File: src/design/board_pkg.sv
`default_nettype none

package board_pkg;

    //----------------------------------------------------------------------
    // Board I/O widths

    localparam int W_KEY   = 2;  // Push buttons
    localparam int W_LED   = 6;

    //----------------------------------------------------------------------
    // RGB565 pixel word of the LCD

    localparam int W_RED   = 5;
    localparam int W_GREEN = 6;
    localparam int W_BLUE  = 5;

    localparam int W_PIXEL = W_RED + W_GREEN + W_BLUE;

    typedef struct packed
    {
        logic [W_RED   - 1:0] red;    // Upper bits
        logic [W_GREEN - 1:0] green;
        logic [W_BLUE  - 1:0] blue;
    } rgb_t;

    // Same 16 bits seen as fields or as one raw word
    typedef union packed
    {
        logic [W_PIXEL - 1:0] raw;
        rgb_t                 rgb;
    } pixel_t;

endpackage

`default_nettype wire

File: src/design/lcd_if.sv
`default_nettype none

// LCD timing bundle, one source and any number of readers
interface lcd_if
#(
    parameter int w_x = 9,
    parameter int w_y = 9
);

    logic             de;  // Active area
    logic             hs;  // Active low
    logic             vs;  // Active low
    logic [w_x - 1:0] x;
    logic [w_y - 1:0] y;

    modport source
    (
        output de, hs, vs, x, y
    );

    modport sink
    (
        input  de, hs, vs, x, y
    );

endinterface

`default_nettype wire

File: src/design/board_io_adapter.sv
`default_nettype none

module board_io_adapter
    import board_pkg::*;
#(
    parameter int screen_width  = 480,
    parameter int screen_height = 272
)
(
    input  wire  [W_KEY - 1:0] i_key,      // Active low pins
    output logic [W_KEY - 1:0] o_lab_key,

    input  wire  [W_LED - 1:0] i_lab_led,
    output logic [W_LED - 1:0] o_led,      // Active low pins

    lcd_if.sink                lcd_in,
    lcd_if.source              lcd_out
);

    localparam int w_x = $clog2(screen_width);
    localparam int w_y = $clog2(screen_height);

    //----------------------------------------------------------------------
    // Keys and LEDs are wired in reverse order on this board

    assign o_lab_key = {<<{~i_key}};
    assign o_led     = {<<{~i_lab_led}};

    //----------------------------------------------------------------------
    // Panel is mounted upside down

    assign lcd_out.x  = w_x'(screen_width  - 1 - lcd_in.x);
    assign lcd_out.y  = w_y'(screen_height - 1 - lcd_in.y);

    assign lcd_out.de = lcd_in.de;
    assign lcd_out.hs = lcd_in.hs;
    assign lcd_out.vs = lcd_in.vs;

endmodule

`default_nettype wire

File: src/design/board_top.sv
`default_nettype none

module board_top
    import board_pkg::*;
#(
    parameter int tick_period   = 27_000_000,
    parameter int reset_cycles  = 16,

    parameter int screen_width  = 480,
    parameter int screen_height = 272,
    parameter int h_front       = 8,
    parameter int h_sync        = 4,
    parameter int h_back        = 43,
    parameter int v_front       = 8,
    parameter int v_sync        = 4,
    parameter int v_back        = 12
)
(
    input  wire                  clk,
    input  wire                  i_rst_n,
    input  wire  [W_KEY   - 1:0] i_key,

    output logic [W_LED   - 1:0] o_led,

    output logic                 o_lcd_de,
    output logic                 o_lcd_hs,
    output logic                 o_lcd_vs,
    output logic [W_RED   - 1:0] o_lcd_r,
    output logic [W_GREEN - 1:0] o_lcd_g,
    output logic [W_BLUE  - 1:0] o_lcd_b
);

    localparam int w_x = $clog2(screen_width);
    localparam int w_y = $clog2(screen_height);

    logic               rst;
    logic               tick;
    logic [W_KEY - 1:0] lab_key;
    logic [W_LED - 1:0] lab_led;
    pixel_t             pixel;

    lcd_if #(.w_x(w_x), .w_y(w_y)) lcd_raw ();
    lcd_if #(.w_x(w_x), .w_y(w_y)) lcd_mirrored ();

    //----------------------------------------------------------------------
    // Reset and slow strobe

    power_on_reset #(.reset_cycles(reset_cycles)) i_power_on_reset
    (
        .clk     ( clk     ),
        .i_rst_n ( i_rst_n ),
        .o_rst   ( rst     )
    );

    slow_tick_gen #(.tick_period(tick_period)) i_slow_tick_gen
    (
        .clk    ( clk  ),
        .i_rst  ( rst  ),
        .o_tick ( tick )
    );

    //----------------------------------------------------------------------
    // Display timing and pin adaptation

    lcd_timing
    #(
        .screen_width  ( screen_width  ),
        .screen_height ( screen_height ),
        .h_front       ( h_front       ),
        .h_sync        ( h_sync        ),
        .h_back        ( h_back        ),
        .v_front       ( v_front       ),
        .v_sync        ( v_sync        ),
        .v_back        ( v_back        )
    )
    i_lcd_timing
    (
        .clk   ( clk            ),
        .i_rst ( rst            ),
        .lcd   ( lcd_raw.source )
    );

    board_io_adapter
    #(
        .screen_width  ( screen_width  ),
        .screen_height ( screen_height )
    )
    i_board_io_adapter
    (
        .i_key     ( i_key               ),
        .o_lab_key ( lab_key             ),
        .i_lab_led ( lab_led             ),
        .o_led     ( o_led               ),
        .lcd_in    ( lcd_raw.sink        ),
        .lcd_out   ( lcd_mirrored.source )
    );

    //----------------------------------------------------------------------

    lab_top i_lab_top
    (
        .clk       ( clk               ),
        .i_rst     ( rst               ),
        .i_tick    ( tick              ),
        .i_lab_key ( lab_key           ),
        .o_lab_led ( lab_led           ),
        .lcd       ( lcd_mirrored.sink ),
        .o_pixel   ( pixel             )
    );

    assign o_lcd_de = lcd_mirrored.de;
    assign o_lcd_hs = lcd_mirrored.hs;
    assign o_lcd_vs = lcd_mirrored.vs;

    assign o_lcd_r  = pixel.rgb.red;    // Zero outside active area
    assign o_lcd_g  = pixel.rgb.green;
    assign o_lcd_b  = pixel.rgb.blue;

endmodule

`default_nettype wire

File: src/design/lab_top.sv
`default_nettype none

module lab_top
    import board_pkg::*;
(
    input  wire  clk,
    input  wire  i_rst,
    input  wire  i_tick,                   // One cycle strobe
    input  wire  [W_KEY - 1:0] i_lab_key,  // Active high

    output logic [W_LED - 1:0] o_lab_led,

    lcd_if.sink  lcd,
    output pixel_t o_pixel
);

    logic [W_LED - 1:0] count;

    //----------------------------------------------------------------------
    // Tick counter, clear wins over increment

    always_ff @(posedge clk or posedge i_rst)
    begin
        if (i_rst)
            count <= '0;
        else if (i_lab_key[1])
            count <= '0;
        else if (i_tick && i_lab_key[0])
            count <= count + 1'b1;  // Wraps at 64
    end

    assign o_lab_led = count;

    //----------------------------------------------------------------------
    // Checkerboard of 4x4 cells

    always_comb
    begin
        o_pixel = '0;  // Black outside active area

        if (lcd.de)
        begin
            if (lcd.x[2] ^ lcd.y[2])
                o_pixel.raw = '1;                    // White cell
            else
            begin
                o_pixel.rgb.red   = W_RED'(count);
                o_pixel.rgb.green = W_GREEN'(count);
                o_pixel.rgb.blue  = ~W_BLUE'(count);
            end
        end
    end

endmodule

`default_nettype wire

File: src/design/lcd_timing.sv
`default_nettype none

module lcd_timing
#(
    parameter int screen_width  = 480,
    parameter int screen_height = 272,
    parameter int h_front       = 8,
    parameter int h_sync        = 4,
    parameter int h_back        = 43,
    parameter int v_front       = 8,
    parameter int v_sync        = 4,
    parameter int v_back        = 12
)
(
    input  wire   clk,
    input  wire   i_rst,
    lcd_if.source lcd
);

    localparam int h_total      = screen_width + h_front + h_sync + h_back;
    localparam int v_total      = screen_height + v_front + v_sync + v_back;

    localparam int h_sync_start = screen_width + h_front;
    localparam int h_sync_end   = h_sync_start + h_sync;
    localparam int v_sync_start = screen_height + v_front;
    localparam int v_sync_end   = v_sync_start + v_sync;

    localparam int w_h = $clog2(h_total);
    localparam int w_v = $clog2(v_total);
    localparam int w_x = $clog2(screen_width);
    localparam int w_y = $clog2(screen_height);

    logic [w_h - 1:0] h_cnt;
    logic [w_v - 1:0] v_cnt;

    //----------------------------------------------------------------------
    // Raster counters

    always_ff @(posedge clk or posedge i_rst)
    begin
        if (i_rst)
        begin
            h_cnt <= '0;
            v_cnt <= '0;
        end
        else if (h_cnt == w_h'(h_total - 1))
        begin
            h_cnt <= '0;
            if (v_cnt == w_v'(v_total - 1))
                v_cnt <= '0;     // End of frame
            else
                v_cnt <= v_cnt + 1'b1;
        end
        else
            h_cnt <= h_cnt + 1'b1;
    end

    //----------------------------------------------------------------------
    // Registered outputs, one cycle behind the counters

    always_ff @(posedge clk or posedge i_rst)
    begin
        if (i_rst)
        begin
            lcd.de <= 1'b0;
            lcd.hs <= 1'b1;
            lcd.vs <= 1'b1;
            lcd.x  <= '0;
            lcd.y  <= '0;
        end
        else
        begin
            lcd.de <= (h_cnt < screen_width) && (v_cnt < screen_height);
            lcd.hs <= !((h_cnt >= h_sync_start) && (h_cnt < h_sync_end));
            lcd.vs <= !((v_cnt >= v_sync_start) && (v_cnt < v_sync_end));
            lcd.x  <= w_x'(h_cnt);
            lcd.y  <= w_y'(v_cnt);
        end
    end

    a_x_in_screen : assert property (@(posedge clk) disable iff (i_rst)
        lcd.de |-> (lcd.x < screen_width) && (lcd.y < screen_height));

endmodule

`default_nettype wire

File: src/design/power_on_reset.sv
`default_nettype none

module power_on_reset
#(
    parameter int reset_cycles = 16
)
(
    input  wire  clk,
    input  wire  i_rst_n,
    output logic o_rst
);

    localparam int w_cnt = reset_cycles > 1 ? $clog2(reset_cycles) : 1;
    localparam logic [w_cnt - 1:0] last = w_cnt'(reset_cycles - 1);

    logic [w_cnt - 1:0] cnt;

    // Saturates at last, reset drops on that edge
    always_ff @(posedge clk or negedge i_rst_n)
    begin
        if (!i_rst_n)
        begin
            cnt   <= '0;
            o_rst <= 1'b1;
        end
        else if (cnt != last)
        begin
            cnt   <= cnt + 1'b1;
            o_rst <= 1'b1;
        end
        else
            o_rst <= 1'b0;
    end

    // Release only after the external reset has been high for a while
    a_no_early_release : assert property (@(posedge clk)
        $fell(o_rst) |-> i_rst_n && $past(i_rst_n));

endmodule

`default_nettype wire

File: src/design/slow_tick_gen.sv
`default_nettype none

module slow_tick_gen
#(
    parameter int tick_period = 27_000_000
)
(
    input  wire  clk,
    input  wire  i_rst,
    output logic o_tick
);

    //----------------------------------------------------------------------
    // Down counter, one strobe per period

    localparam int w_cnt = tick_period > 1 ? $clog2(tick_period) : 1;
    localparam logic [w_cnt - 1:0] reload = w_cnt'(tick_period - 1);

    logic [w_cnt - 1:0] cnt;

    always_ff @(posedge clk or posedge i_rst)
    begin
        if (i_rst)
            cnt <= reload;
        else if (cnt == '0)
            cnt <= reload;       // Wrap
        else
            cnt <= cnt - 1'b1;
    end

    assign o_tick = (cnt == '0);  // Stands in for the slow clock

    //----------------------------------------------------------------------

    a_single_cycle_tick : assert property (@(posedge clk) disable iff (i_rst)
        (tick_period > 1) && o_tick |=> !o_tick);

endmodule

`default_nettype wire

File: config.mk
export PLATFORM = sky130hd
export DESIGN_NAME = board_top
export DESIGN_NICKNAME = d
export VERILOG_FILES = /design/src/design/board_pkg.sv /design/src/design/lcd_if.sv /design/src/design/board_io_adapter.sv /design/src/design/board_top.sv /design/src/design/lab_top.sv /design/src/design/lcd_timing.sv /design/src/design/power_on_reset.sv /design/src/design/slow_tick_gen.sv
export SDC_FILE = /design/constraint.sdc
export NUM_CORES = 1
export LEC_CHECK = 0
export BUFFER_PORTS_ARGS = -buffer_cell sky130_fd_sc_hd__buf_2
export CELL_PAD_IN_SITES_DETAIL_PLACEMENT = 1
export CELL_PAD_IN_SITES_GLOBAL_PLACEMENT = 1
export CORE_MARGIN = 2
export CORE_UTILIZATION = 50
export CTS_CLUSTER_DIAMETER = 120
export CTS_CLUSTER_SIZE = 30
export DETAILED_ROUTE_END_ITERATION = 16
export PLACE_DENSITY_LB_ADDON = 0.1
export SYNTH_ARGS = -nofsm -noshare
export SYNTH_HDL_FRONTEND = slang
export SYNTH_SLANG_ARGS = --single-unit
File: constraint.sdc
create_clock -name clk -period 4.8 [get_ports clk]
set_input_delay 0.48 -clock clk [delete_from_list [all_inputs] [get_ports clk]]
set_output_delay 0.48 -clock clk [all_outputs]
set_load 0.02 [all_outputs]
; Word level (Yosys, flattened, before mapping)
; Cells that the tools add are included.
[word_totals]
reg_bits = 64
input_bits = 4
out_inout_bits = 25
word_cells = 47
[classes]
add_sub_neg = 7
magnitude_cmp = 6
eq_ne = 3
n_mux = 8
bitwise_logic = 4
reduce_logical = 8
[ops]
columns = cell, n
row1 = two-way mux 16 bit, 2
row2 = logical NOT 25 bit, 1
row3 = two-way mux 25 bit, 1
row4 = subtractor 25 x 1 -> 25 bit (second input constant), 1
row5 = less-than comparator 10 x 9 -> 1 bit (second input constant), 2
row6 = less-than comparator 9 bit (second input constant), 2
row7 = two-way mux 6 bit, 2
row8 = adder 10 x 1 -> 10 bit (second input constant), 1
row9 = equality test 10 bit (second input constant), 1
row10 = >= comparator 10 x 9 -> 1 bit (second input constant), 1
row11 = two-way mux 10 bit, 1
row12 = adder 9 x 1 -> 9 bit (second input constant), 1
row13 = equality test 9 bit (second input constant), 1
row14 = >= comparator 9 bit (second input constant), 1
row15 = two-way mux 9 bit, 1
row16 = adder 6 x 1 -> 6 bit (second input constant), 1
row17 = NOT 6 bit, 1
row18 = subtractor 3 bit (first input constant), 2
row19 = NOT 5 bit, 1
row20 = adder 4 x 1 -> 4 bit (second input constant), 1
row21 = logical AND 1 bit, 4
row22 = != test 4 bit (second input constant), 1
row23 = logical NOT 1 bit, 2
row24 = NOT 2 bit, 1
row25 = other kinds (3), 3

; Depth between registers and ports, before layout
; Gate-level depths: netlist of the first run.
[depth]
depth_word = 4
depth_mapped = 8
depth_no_buf = 7

; Hierarchy
; From an unflattened synthesis of the first run, not the netlist that was laid out.
[hier_totals]
hier_cells = 332
area_unflattened_um2 = 3634.7
[by_module_without_submodules]
columns = module, n_inst, cells_per_inst, area_per_inst_um2, seq_area_each_um2
row1 = lcd_timing, 1, 116, 1521.5, 1003.5
row2 = slow_tick_gen, 1, 116, 1261.2, 649.4
row3 = lab_top, 1, 50, 434.2, 150.1
row4 = board_io_adapter, 1, 35, 209.0, 0.0
row5 = power_on_reset, 1, 15, 209.0, 126.4

; Worst setup path before layout of the first run
; Ideal clock, no wire load.
[synth_path]
path_type = register to register
start = reg i_slow_tick_gen.cnt[0]
end = reg i_slow_tick_gen.cnt[22]
setup_time_ps = 125
t_arrival_ps = 2197
required_ps = 4675
path_slack_ps = 2478
path_stages_with_launch = 8
path_buffers = 0
period_less_slack_ps = 2322
cell_sequence = dfstp_2 -> inv_1 -> ha_1 -> or4b_2 -> nor4_4 -> nand3b_1 -> nor3_1 -> mux2_2
[synth_between]
elab_chain_len = 2
word_cells_on_any_way = 3
classes_between = 1 x add/sub / 1 x mux / 1 x reduce/logical
[synth_lines]
columns = item, line
row1 = "start, declared", slow_tick_gen.sv:19  ; logic [w_cnt - 1:0] cnt;
row2 = "start signal, assigned", slow_tick_gen.sv:24  ; cnt <= reload;
row3 = "start signal, assigned", slow_tick_gen.sv:26  ; cnt <= reload;
row4 = "start signal, assigned", slow_tick_gen.sv:28  ; cnt <= cnt - 1'b1;
row5 = subtractor 25 x 1 -> 25 bit / logical NOT 25 bit (equally long branches), "slow_tick_gen.sv:28, slow_tick_gen.sv:25"
row6 = two-way mux 25 bit *, slow_tick_gen.sv:25  ; else if (cnt == '0)
; Every way passes the cells marked *; elsewhere a longest branch is shown, timed or not.
; A chain may end at the register's enable or synchronous reset.

; Final worst setup path of the first run
[layout_path]
start = reg i_slow_tick_gen.cnt[0]
end = reg i_lab_top.count[3], in the netlist i_lab_top.o_lab_led[3]
[layout_between]
elab_chain_len = 3
[layout_lines]
columns = item, line
row1 = logical NOT 25 bit, slow_tick_gen.sv:31  ; assign o_tick = (cnt == '0);
row2 = logical AND 1 bit, lab_top.sv:28  ; else if (i_tick && i_lab_key[0])
row3 = nonzero test 2 bit (no source line), -
row4 = "end signal, assigned", lab_top.sv:29  ; count <= count + 1'b1;
row5 = "end, declared", lab_top.sv:17  ; logic [W_LED - 1:0] count;
; Every way passes these cells.

==> flow_metrics.tcl, run 1 <==
set metrics [dict create \
    timing.final.crit_period_ps 2690 \
    final_layout_size_suffix_gt1_frac 0.238 \
    grt_start_max_net_pins 56 \
    worst_slew_margin_rel 0.493 \
    fp.coreArea_um2 5570 \
    synth_fp_nets 294 \
    worstHoldPathType "flip-flop to async pin" \
    worst_setup_hold_path_clk_slew_ps 70 \
    min_period_over_period 0.560 \
    power.density_nw_per_um2 292 \
    antenna_left 0 \
    kind_of_critical_path "flip-flop to flip-flop" \
    layout.cells.most_common_list "38 x dfrtp_1, 28 x buf_2, 26 x nand2_1, 26 x nor2_1, 22 x dfstp_2" \
    initial_core_util 0.527 \
    detailed_place.area_um2 3120 \
    placementRows 27 \
    sum_of_routed_wire_length_over_all_layers_um 6250 \
    yosys_most_used_dff "dfrtp_1" \
    depth_of_the_worst_register_to_register_path 7 \
    synth-seq-area-share 0.520 \
    leakage_nw 1.41 \
    timing.final.hold_violations 0 \
    cts_buffers 9 \
    critical_path.max_fanout 16 \
    finalSetupTns_ps 0 \
    total_half_perimeter_wirelength_after_legalization_and_detailed_placement_um 4200 \
    clock_path_buffers 2 \
    routed_wire_per_std_cell_um 16.0 \
    die_outline_area_um2 6500 \
    ys_async_sr_fraction 1.00 \
    final_common_cell "dfrtp_1" \
    remaining_drc_errors 0 \
    skew_ps 8.03 \
    max_cap_violations 0 \
    grt_pass1_wl_um 10800 \
    cts_resized 0 \
    area_delta_synth_final_pct 13.4 \
    die_height_um 80.7 \
    crit_arrival_ps 2950 \
    overflow 0 \
    route.vias.total 2173 \
    grt_setup_unrepaired "no" \
    worst-slew-pin-transition_ps 754 \
    drtIter0Drc 113 \
    io_pins 29 \
    clock_insertion_delay_at_the_later_pin_of_the_skew_report_ps 330 \
    detailedRoute.firstPassIterationCount 4 \
    power_frac_clock 0.475 \
    synth_area_leader_cell "dfrtp_1" \
    tritoncts "built" \
    postSynthCellCount 283 \
    cts-root-buf "clkbuf_8" \
    status "finished, final reports clean" \
    syn-cell-area_um2 2940 \
    numClockSinks 60 \
    p_sw_frac 0.203 \
    antenna_found_initial 0 \
    grt_pass1_vias 2306 \
    share_seq_of_total_power 0.520 \
    yosys-top-cells-area "dfrtp_1 32%, dfstp_2 20%, xnor2_1 4.5%, xor2_1 3.9%, nand2_1 3.3%" \
    dieWidth_um 80.7 \
    crit_path_end_kind "flip-flop" \
    finalSetupViolations 0 \
    p_switching_uw 197 \
    vdd_ir_drop_max_mv 0.158 \
    post-route-cell-area_um2 3330 \
    io_buffer_count 28 \
    cts-htree-levels 3 \
    number_of_enable_flip_flop_cells_after_synthesis 0 \
    yosys.cell_types.count 43 \
    netlist.area_leader.share 0.324 \
    final_nets 325 \
    grt_usage 0.219 \
    ys.warnings.count 0 \
    gp_congestion 0.740 \
    n_antenna_cell 0 \
    drv_slew 0 \
    critPathRequiredTime_ps 5060 \
    timing.fmax_mhz 372 \
    worstSetupStartpointType "flip-flop" \
    power_frac_comb 0.004 \
    syn_avg_cell_area_um2 10.4 \
    yosys_register_bits 60 \
    detail_route.vias_per_cell 5.56 \
    internal-power_uw 774 \
]
## timing repair
action / 4_1_cts / 5_1_grt
hold buffers: 1 / 0
setup endpoints to repair: 0 / 0
setup buffers: 0 / 0
hold endpoints to repair: 4 / 0
## power by group through the flow
stage          combinational (mW)  clock (mW)  sequential, mW
2_1_floorplan            0.000773           0           0.514
6_report                  0.00416       0.462           0.506
3_3_place_gp              0.00374           0           0.514
4_1_cts                   0.00430       0.472           0.505
5_1_grt                   0.00470       0.493           0.505
3_5_place_dp              0.00368           0           0.514
## worst paths after layout
check,from,to,slack [ps]
worst min register to register,i_power_on_reset.o_rst,i_lcd_timing.h_cnt[8],440
worst max register to register,i_slow_tick_gen.cnt[0],i_lab_top.o_lab_led[3],2110
min in group clk,i_key[0],i_lab_top.o_lab_led[4],450
worst min-delay path,i_power_on_reset.o_rst,i_lcd_timing.h_cnt[8],440
worst max-delay path,i_slow_tick_gen.cnt[0],i_lab_top.o_lab_led[3],2110
max in group asynchronous,i_power_on_reset.o_rst,i_lab_top.o_lab_led[0],3890
## sequential cells by signal, summed over array words and instances, names as in the netlist
register	flops
i_lcd_timing.lcd.de	1
i_lcd_timing.lcd.hs	1
i_power_on_reset.o_rst	1
i_lcd_timing.lcd.vs	1
i_power_on_reset.cnt	4
i_lcd_timing.lcd.x	1
i_lcd_timing.lcd.y	1
i_slow_tick_gen.cnt	25
i_lab_top.o_lab_led	6
i_lcd_timing.h_cnt	10
i_lcd_timing.v_cnt	9
## area by class of cell
| type | instances | area [um2] |
|---|---|---|
| inverters | 12 | 45.0 |
| multi-input cells | 201 | 1310 |
| well taps | 72 | 90.1 |
| clock inverters | 4 | 47.5 |
| repair buffers | 30 | 158 |
| clock buffers | 12 | 155 |
| flip-flops and latches | 60 | 1530 |
| fillers | 629 | 2240 |
## per-layer routing
metal	vias up	global-route usage	wire length (um)
li1	1044	-	-
met1	1082	0.268	2810
met2	35	0.378	3190
met3	12	0.0371	161
met4	0	0.0966	95
met5	-	0	0
## Yosys cell counts (2+ instances only)
master and instances:
dfrtp_1 38, nand2_1 26, nor2_1 26, dfstp_2 22
xnor2_1 15, xor2_1 13, inv_1 12, a21boi_0 11
nand3_1 11, nor3_1 11, o21ai_0 10, a21oi_1 7
ha_1 7, or4_1 7, and3_1 6, buf_4 5
nor4_1 5, clkbuf_1 4, nand4_1 4, or3_1 4
a21boi_1 3, a21o_1 3, and2_1 3, mux2_2 3
nor4b_1 3, and4_1 2, and4b_1 2, mux2i_1 2
nand2b_1 2, nand3b_1 2, o31ai_1 2
## stage by stage
stage / hold WS (ps) / worst slack [ps] / power (mW) / utilization / std cells
2_1_floorplan: 184 / 2480 / 0.515 / - / 283
3_3_place_gp: 300 / 2220 / 0.518 / 0.559 / 374
3_5_place_dp: 299 / 2120 / 0.518 / 0.559 / 374
4_1_cts: 452 / 2100 / 0.982 / 0.598 / 391
5_1_grt: 466 / 1850 / 1.00 / 0.598 / 391
6_report: 443 / 2110 / 0.971 / 0.598 / 391
## critical path, stage by stage, from the launching register on
cell	delay, ps
dfstp_2	380
inv_1	60
ha_1	210
or4b_2	640
nor4_4	360
nand3_2	370
or3_1	450
a21boi_1	150
## logic make-up after synthesis
family	count (synthesis)	share of synthesized area
buffers and inverters	22	0.0349
and+or+nand+nor	123	0.231
DFF	60	0.520
xor gates and xnor gates	28	0.0835
adders and majority gates	7	0.0298
AOI/OAI and AO/OA	38	0.0822
muxes	5	0.0183
Power figures use the tool's default switching activity.
==> run 2: changes to the inputs <==
- ABC_AREA: not set -> 1
- CORE_UTILIZATION: 50 -> 40
- clock period: 4.8 -> 2.25 ns (I/O delays scaled with it)
==> flow_metrics.tcl, run 2 <==
set metrics [dict create \
    syn_avg_cell_area_um2 7.64 \
    top_register_by_number_of_flip_flops "i_slow_tick_gen.cnt" \
    power.density_nw_per_um2 522 \
    fp.coreArea_um2 8180 \
    syn-cell-area_um2 3340 \
    worst_setup_hold_path_clk_slew_ps 80 \
    ys_async_sr_fraction 1.00 \
    cts-root-buf "clkbuf_8" \
    max_cap_violations 0 \
    timing.final.hold_violations 0 \
    yosys_most_used_dff "dfrtp_1" \
    remaining_drc_errors 0 \
    numClockSinks 60 \
    skew_ps 10.3 \
    kind_of_critical_path "flip-flop to output pin" \
    finish.utilization 0.458 \
    vdd_ir_drop_max_mv 0.330 \
    number_of_enable_flip_flop_cells_after_synthesis 0 \
    worstHoldPathType "input pin to async pin" \
    synth_area_leader_cell "dfrtp_1" \
    dieWidth_um 95.4 \
    cts-htree-levels 3 \
    yosys-top-cells-area "dfrtp_1 28%, dfstp_2 17%, nand2_1 11%, inv_1 8.7%, nor2_1 6.1%" \
    critical_path.max_fanout 11 \
    timing.critical_path.slowest_stage_cell "xor2_1" \
    worst_slew_margin_rel 0.514 \
    crit_chain "xor2_1, o21ai_0, inv_1, buf_2" \
    ys.warnings.count 0 \
    postSynthCellCount 437 \
    grt_setup_unrepaired "no" \
    grt_pass1_wl_um 13400 \
    sum_of_routed_wire_length_over_all_layers_um 7720 \
    synth-seq-area-share 0.458 \
    yosys.cell_types.count 26 \
    die_outline_area_um2 9100 \
    detail_route.vias_per_cell 4.89 \
    route.vias.total 2820 \
    timing.fmax_mhz 513 \
    final_layout_size_suffix_gt1_frac 0.182 \
    post_synth_most_frequent_cells "97 x nand2_1, 77 x inv_1, 54 x nor2_1" \
    synth_fp_nets 448 \
    io_buffer_count 28 \
    layout.cells.most_common_list "97 x nand2_1, 76 x inv_1, 54 x nor2_1" \
    tritoncts "built" \
    drv_slew 0 \
    clock_insertion_delay_at_the_later_pin_of_the_skew_report_ps 340 \
    clock_path_buffers 2 \
    grt_start_max_net_pins 56 \
    crit_path_end_kind "output pin" \
    overflow 0 \
    postCtsSetupRepairBufs 0 \
    biggestRegsByFlops "i_slow_tick_gen.cnt (25), i_lcd_timing.h_cnt (10), i_lcd_timing.v_cnt (9)" \
    grt_pass1_vias 2904 \
    crit_arrival_ps 1730 \
    worstSetupStartpointType "flip-flop" \
    largest_reg_flops 25 \
    area_delta_synth_final_pct 12.1 \
    setup.reg_to_reg.worst_slack_ps 520 \
    detailedRoute.firstPassIterationCount 4 \
    io_pins 29 \
    worst-slew-pin-transition_ps 727 \
    slowest_delay_ps 590 \
    critPathRequiredTime_ps 2030 \
    grt_usage 0.191 \
    critical-path-top-delay-family "XOR/XNOR gates" \
    leakage_nw 1.69 \
    finalSetupViolations 0 \
    n_fill_cell 1049 \
    min_period_over_period 0.867 \
    antenna_left 0 \
    total_half_perimeter_wirelength_after_legalization_and_detailed_placement_um 5770 \
    finalSetupTns_ps 0 \
    timing.final.crit_period_ps 1950 \
    final_common_cell "nand2_1" \
    n_antenna_cell 0 \
    timing.critical_path.buf_inv 2 \
    netlist.area_leader.share 0.285 \
    drtIter0Drc 87 \
    gp_congestion 0.829 \
    final_nets 478 \
    antenna_found_initial 0 \
    synthMostInstantiatedCell "nand2_1" \
    initial_core_util 0.409 \
    routed_wire_per_std_cell_um 13.4 \
    die_height_um 95.4 \
    placementRows 33 \
    status "finished, final reports clean" \
    yosys_register_bits 60 \
    cts_buffers 9 \
]
[run 2: cell count changes after synthesis, moves of 6 or more]
cell and delta:
nand3_1 +21, a21boi_0 -11, o21ai_0 +16, nand2_1 +71, nor2_1 +28, nand4_1 +18, or4_1 -7, xnor2_1 -12
inv_1 +65, and3_1 -6
[run 2: logic make-up after synthesis]
logic type      Yosys count  synth area share
simple gates            232             0.313
mux                       1           0.00337
xor+xnor                 17            0.0446
buf+inv                  89             0.109
flops                    60             0.458
fa+ha+maj                 7            0.0262
compound gates           31            0.0464
[run 2: path summary, 6_finish.rpt]
path                                   startpoint                 endpoint  cells after the start
max                         i_lcd_timing.lcd.x[2]               o_lcd_r[2]                      4
min                                       i_rst_n  i_power_on_reset.cnt[2]                      2
max reg2reg                i_slow_tick_gen.cnt[8]  i_slow_tick_gen.cnt[21]                      7
min reg2reg                i_power_on_reset.o_rst    i_lcd_timing.h_cnt[5]                      2
max in group asynchronous  i_power_on_reset.o_rst    i_lcd_timing.v_cnt[7]                      2
min in group clk                         i_key[0]   i_lab_top.o_lab_led[1]                      3
[run 2: report_power, final]
group                switching [mW]  total (mW)  internal (mW)
clock                         0.464       0.865          0.402
combinational               0.00722      0.0104        0.00319
sequential     0.000000000000000152        1.08           1.08
total                         0.471        1.95           1.48
[run 2: timing repair]
item                      in CTS  in global routing
resized for setup              0                  0
hold endpoints to repair       5                  0
hold buffers                   1                  0
[run 2: area by class of cell]
cell class	count	area, um2	area share
multi-input combinational	288	1450	0.388
inverter	77	289	0.0772
sequential	60	1530	0.408
timing repair buffer	31	165	0.0441
tap	105	131	0.0351
clock inverter	7	53.8	0.0144
clock buffer	9	124	0.0331
[run 2: worst reg2reg max path, cell delays in order, from the launching register on]
cell	delay, ps
dfrtp_1	430
nor2_2	240
nand2_1	140
nor2_4	130
and2_2	170
nand3_1	290
nand2_1	180
nor2_1	50
[run 2: metrics by stage]
stage	setup slack (ps)	cells	total power [mW]	hold WS (ps)	area (um2)
2_1_floorplan	599	437	1.10	-70.6	3340
3_3_place_gp	574	560	1.11	45.1	3560
3_5_place_dp	515	560	1.11	46.4	3560
4_1_cts	258	577	1.98	215	3750
5_1_grt	66.5	577	2.04	233	3750
6_report	299	577	1.95	223	3750
[run 2: metal layers]
| metal | GRT usage | routed length (um) |
|---|---|---|
| met2 | 0.325 | 3810 |
| met4 | 0.0881 | 153 |
| met5 | 0 | 0 |
| met1 | 0.237 | 3580 |
| met3 | 0.0308 | 183 |
==> run 3: changes to the inputs <==
- CORE_ASPECT_RATIO: not set -> 0.9
- CORE_UTILIZATION: 40 -> 47
- clock period: 2.25 -> 2.3 ns (I/O delays scaled with it)
==> flow_metrics.tcl, run 3 (same netlist as run 2, synthesis figures left out) <==
set metrics [dict create \
    worst_setup_hold_path_clk_slew_ps 70 \
    finish.cell_count_without_fillers 566 \
    max_cap_violations 0 \
    detailedRoute.firstPassIterationCount 4 \
    power_mw 2.03 \
    antenna_found_initial 0 \
    worst_slew_margin_rel 0.529 \
    largest_reg_flops 25 \
    grt_usage 0.228 \
    timing.final.crit_period_ps 1980 \
    detailed_place.area_um2 3560 \
    io_pins 29 \
    dpl_worst_slack_ps 551 \
    grt_setup_unrepaired "no" \
    remaining_drc_errors 0 \
    critPathRequiredTime_ps 2070 \
    crit_arrival_ps 1750 \
    grt_pass1_wl_um 14200 \
    status "finished, final reports clean" \
    cts_resized 0 \
    drtIter0Drc 61 \
    timing.final.hold_violations 0 \
    total_half_perimeter_wirelength_after_legalization_and_detailed_placement_um 5990 \
    layout.cells.most_common_list "97 x nand2_1, 76 x inv_1, 54 x nor2_1" \
    die_outline_area_um2 7800 \
    post-route-cell-area_um2 3770 \
    postCtsHoldBufs 1 \
    cts_buffers 9 \
    cts-root-buf "clkbuf_8" \
    regToRegStartpoint "i_slow_tick_gen.cnt[0]" \
    final_layout_size_suffix_gt1_frac 0.184 \
    final_nets 479 \
    finalSetupViolations 0 \
    tritoncts "built" \
    placed_cells 549 \
    routed_wire_per_std_cell_um 14.3 \
    min_period_over_period 0.861 \
    sum_of_routed_wire_length_over_all_layers_um 8070 \
    initial_core_util 0.480 \
    whs_ps 230 \
    vdd_ir_drop_max_mv 0.348 \
    cts-htree-levels 3 \
    n_antenna_cell 0 \
    final_common_cell "nand2_1" \
    worstHoldPathType "input pin to async pin" \
    clock_path_buffers 2 \
    area_delta_synth_final_pct 13.0 \
    worst-slew-pin-transition_ps 704 \
    placementRows 29 \
    finalSetupTns_ps 0 \
    grt_pass1_vias 3048 \
    drv_slew 0 \
    post-route-worst-setup-slack_ps 319 \
    dieWidth_um 92.9 \
    numClockSinks 60 \
    power.density_nw_per_um2 538 \
    postCtsSetupRepairBufs 0 \
    worstSetupStartpointType "flip-flop" \
    critical_path.max_fanout 11 \
    top_register_by_number_of_flip_flops "i_slow_tick_gen.cnt" \
    timing.fmax_mhz 505 \
    clock_insertion_delay_at_the_later_pin_of_the_skew_report_ps 340 \
    finish.utilization 0.542 \
    gp_congestion 0.883 \
    setup.reg_to_reg.worst_slack_ps 550 \
    antenna_left 0 \
    skew_ps 5.53 \
    startpoint "i_lcd_timing.lcd.x[2]" \
    crit_path_end_kind "output pin" \
    io_buffer_count 28 \
    overflow 0 \
    fp.coreArea_um2 6970 \
    route.vias.total 2909 \
    kind_of_critical_path "flip-flop to output pin" \
    grt_start_max_net_pins 56 \
    leakage_nw 1.72 \
    biggestRegsByFlops "i_slow_tick_gen.cnt (25), i_lcd_timing.h_cnt (10), i_lcd_timing.v_cnt (9)" \
    die_height_um 84.0 \
    detail_route.vias_per_cell 5.14 \
]
==> run 3: changes by cell type in the layout (fill, tap and decap cells not counted) <==
| cell | delta |
|---|---|
| bufinv_16 | +1 |
| buf_12 | +1 |
| clkinvlp_4 | -1 |
| inv_6 | +1 |
| clkinv_4 | -1 |
==> run 3: path summary, 6_finish.rpt <==
kind	endpoint	depth (start not counted)
min in group clk	i_lab_top.o_lab_led[0]	3
setup / recovery	o_lcd_g[2]	4
max in group asynchronous	i_slow_tick_gen.cnt[2]	2
hold / removal	i_power_on_reset.cnt[2]	2
setup reg to reg	i_lab_top.o_lab_led[2]	9
hold reg to reg	i_lab_top.o_lab_led[0]	2
==> run 3: critical path, stage by stage, from the launching register on <==
cell and delay [ps]:
dfrtp_1 380, xor2_1 580, o21ai_0 180, inv_1 100, buf_2 160
==> run 3: final cells by class <==
type                    count  area, um2
clock buffers               9        124
clock inverters             7       76.3
fillers                   894       3190
inverters                  77        289
multi-input cells         288       1450
flip-flops and latches     60       1530
well taps                  93        116
repair buffers             32        185
==> run 3: per-layer routing <==
layer / vias up / wire length [um] / part of all wire / global-route usage
met5: - / 0 / 0 / 0
met4: 0 / 61 / 0.0076 / 0.0602
met3: 7 / 234 / 0.029 / 0.0470
met2: 46 / 4150 / 0.51 / 0.401
met1: 1436 / 3620 / 0.45 / 0.286
li1: 1420 / - / - / -
==> run 3: power by group <==
| group | switching [mW] | internal, mW |
|---|---|---|
| registers | 0.000000000000000139 | 1.05 |
| logic | 0.00743 | 0.00312 |
| clock network | 0.462 | 0.505 |
| total | 0.469 | 1.56 |
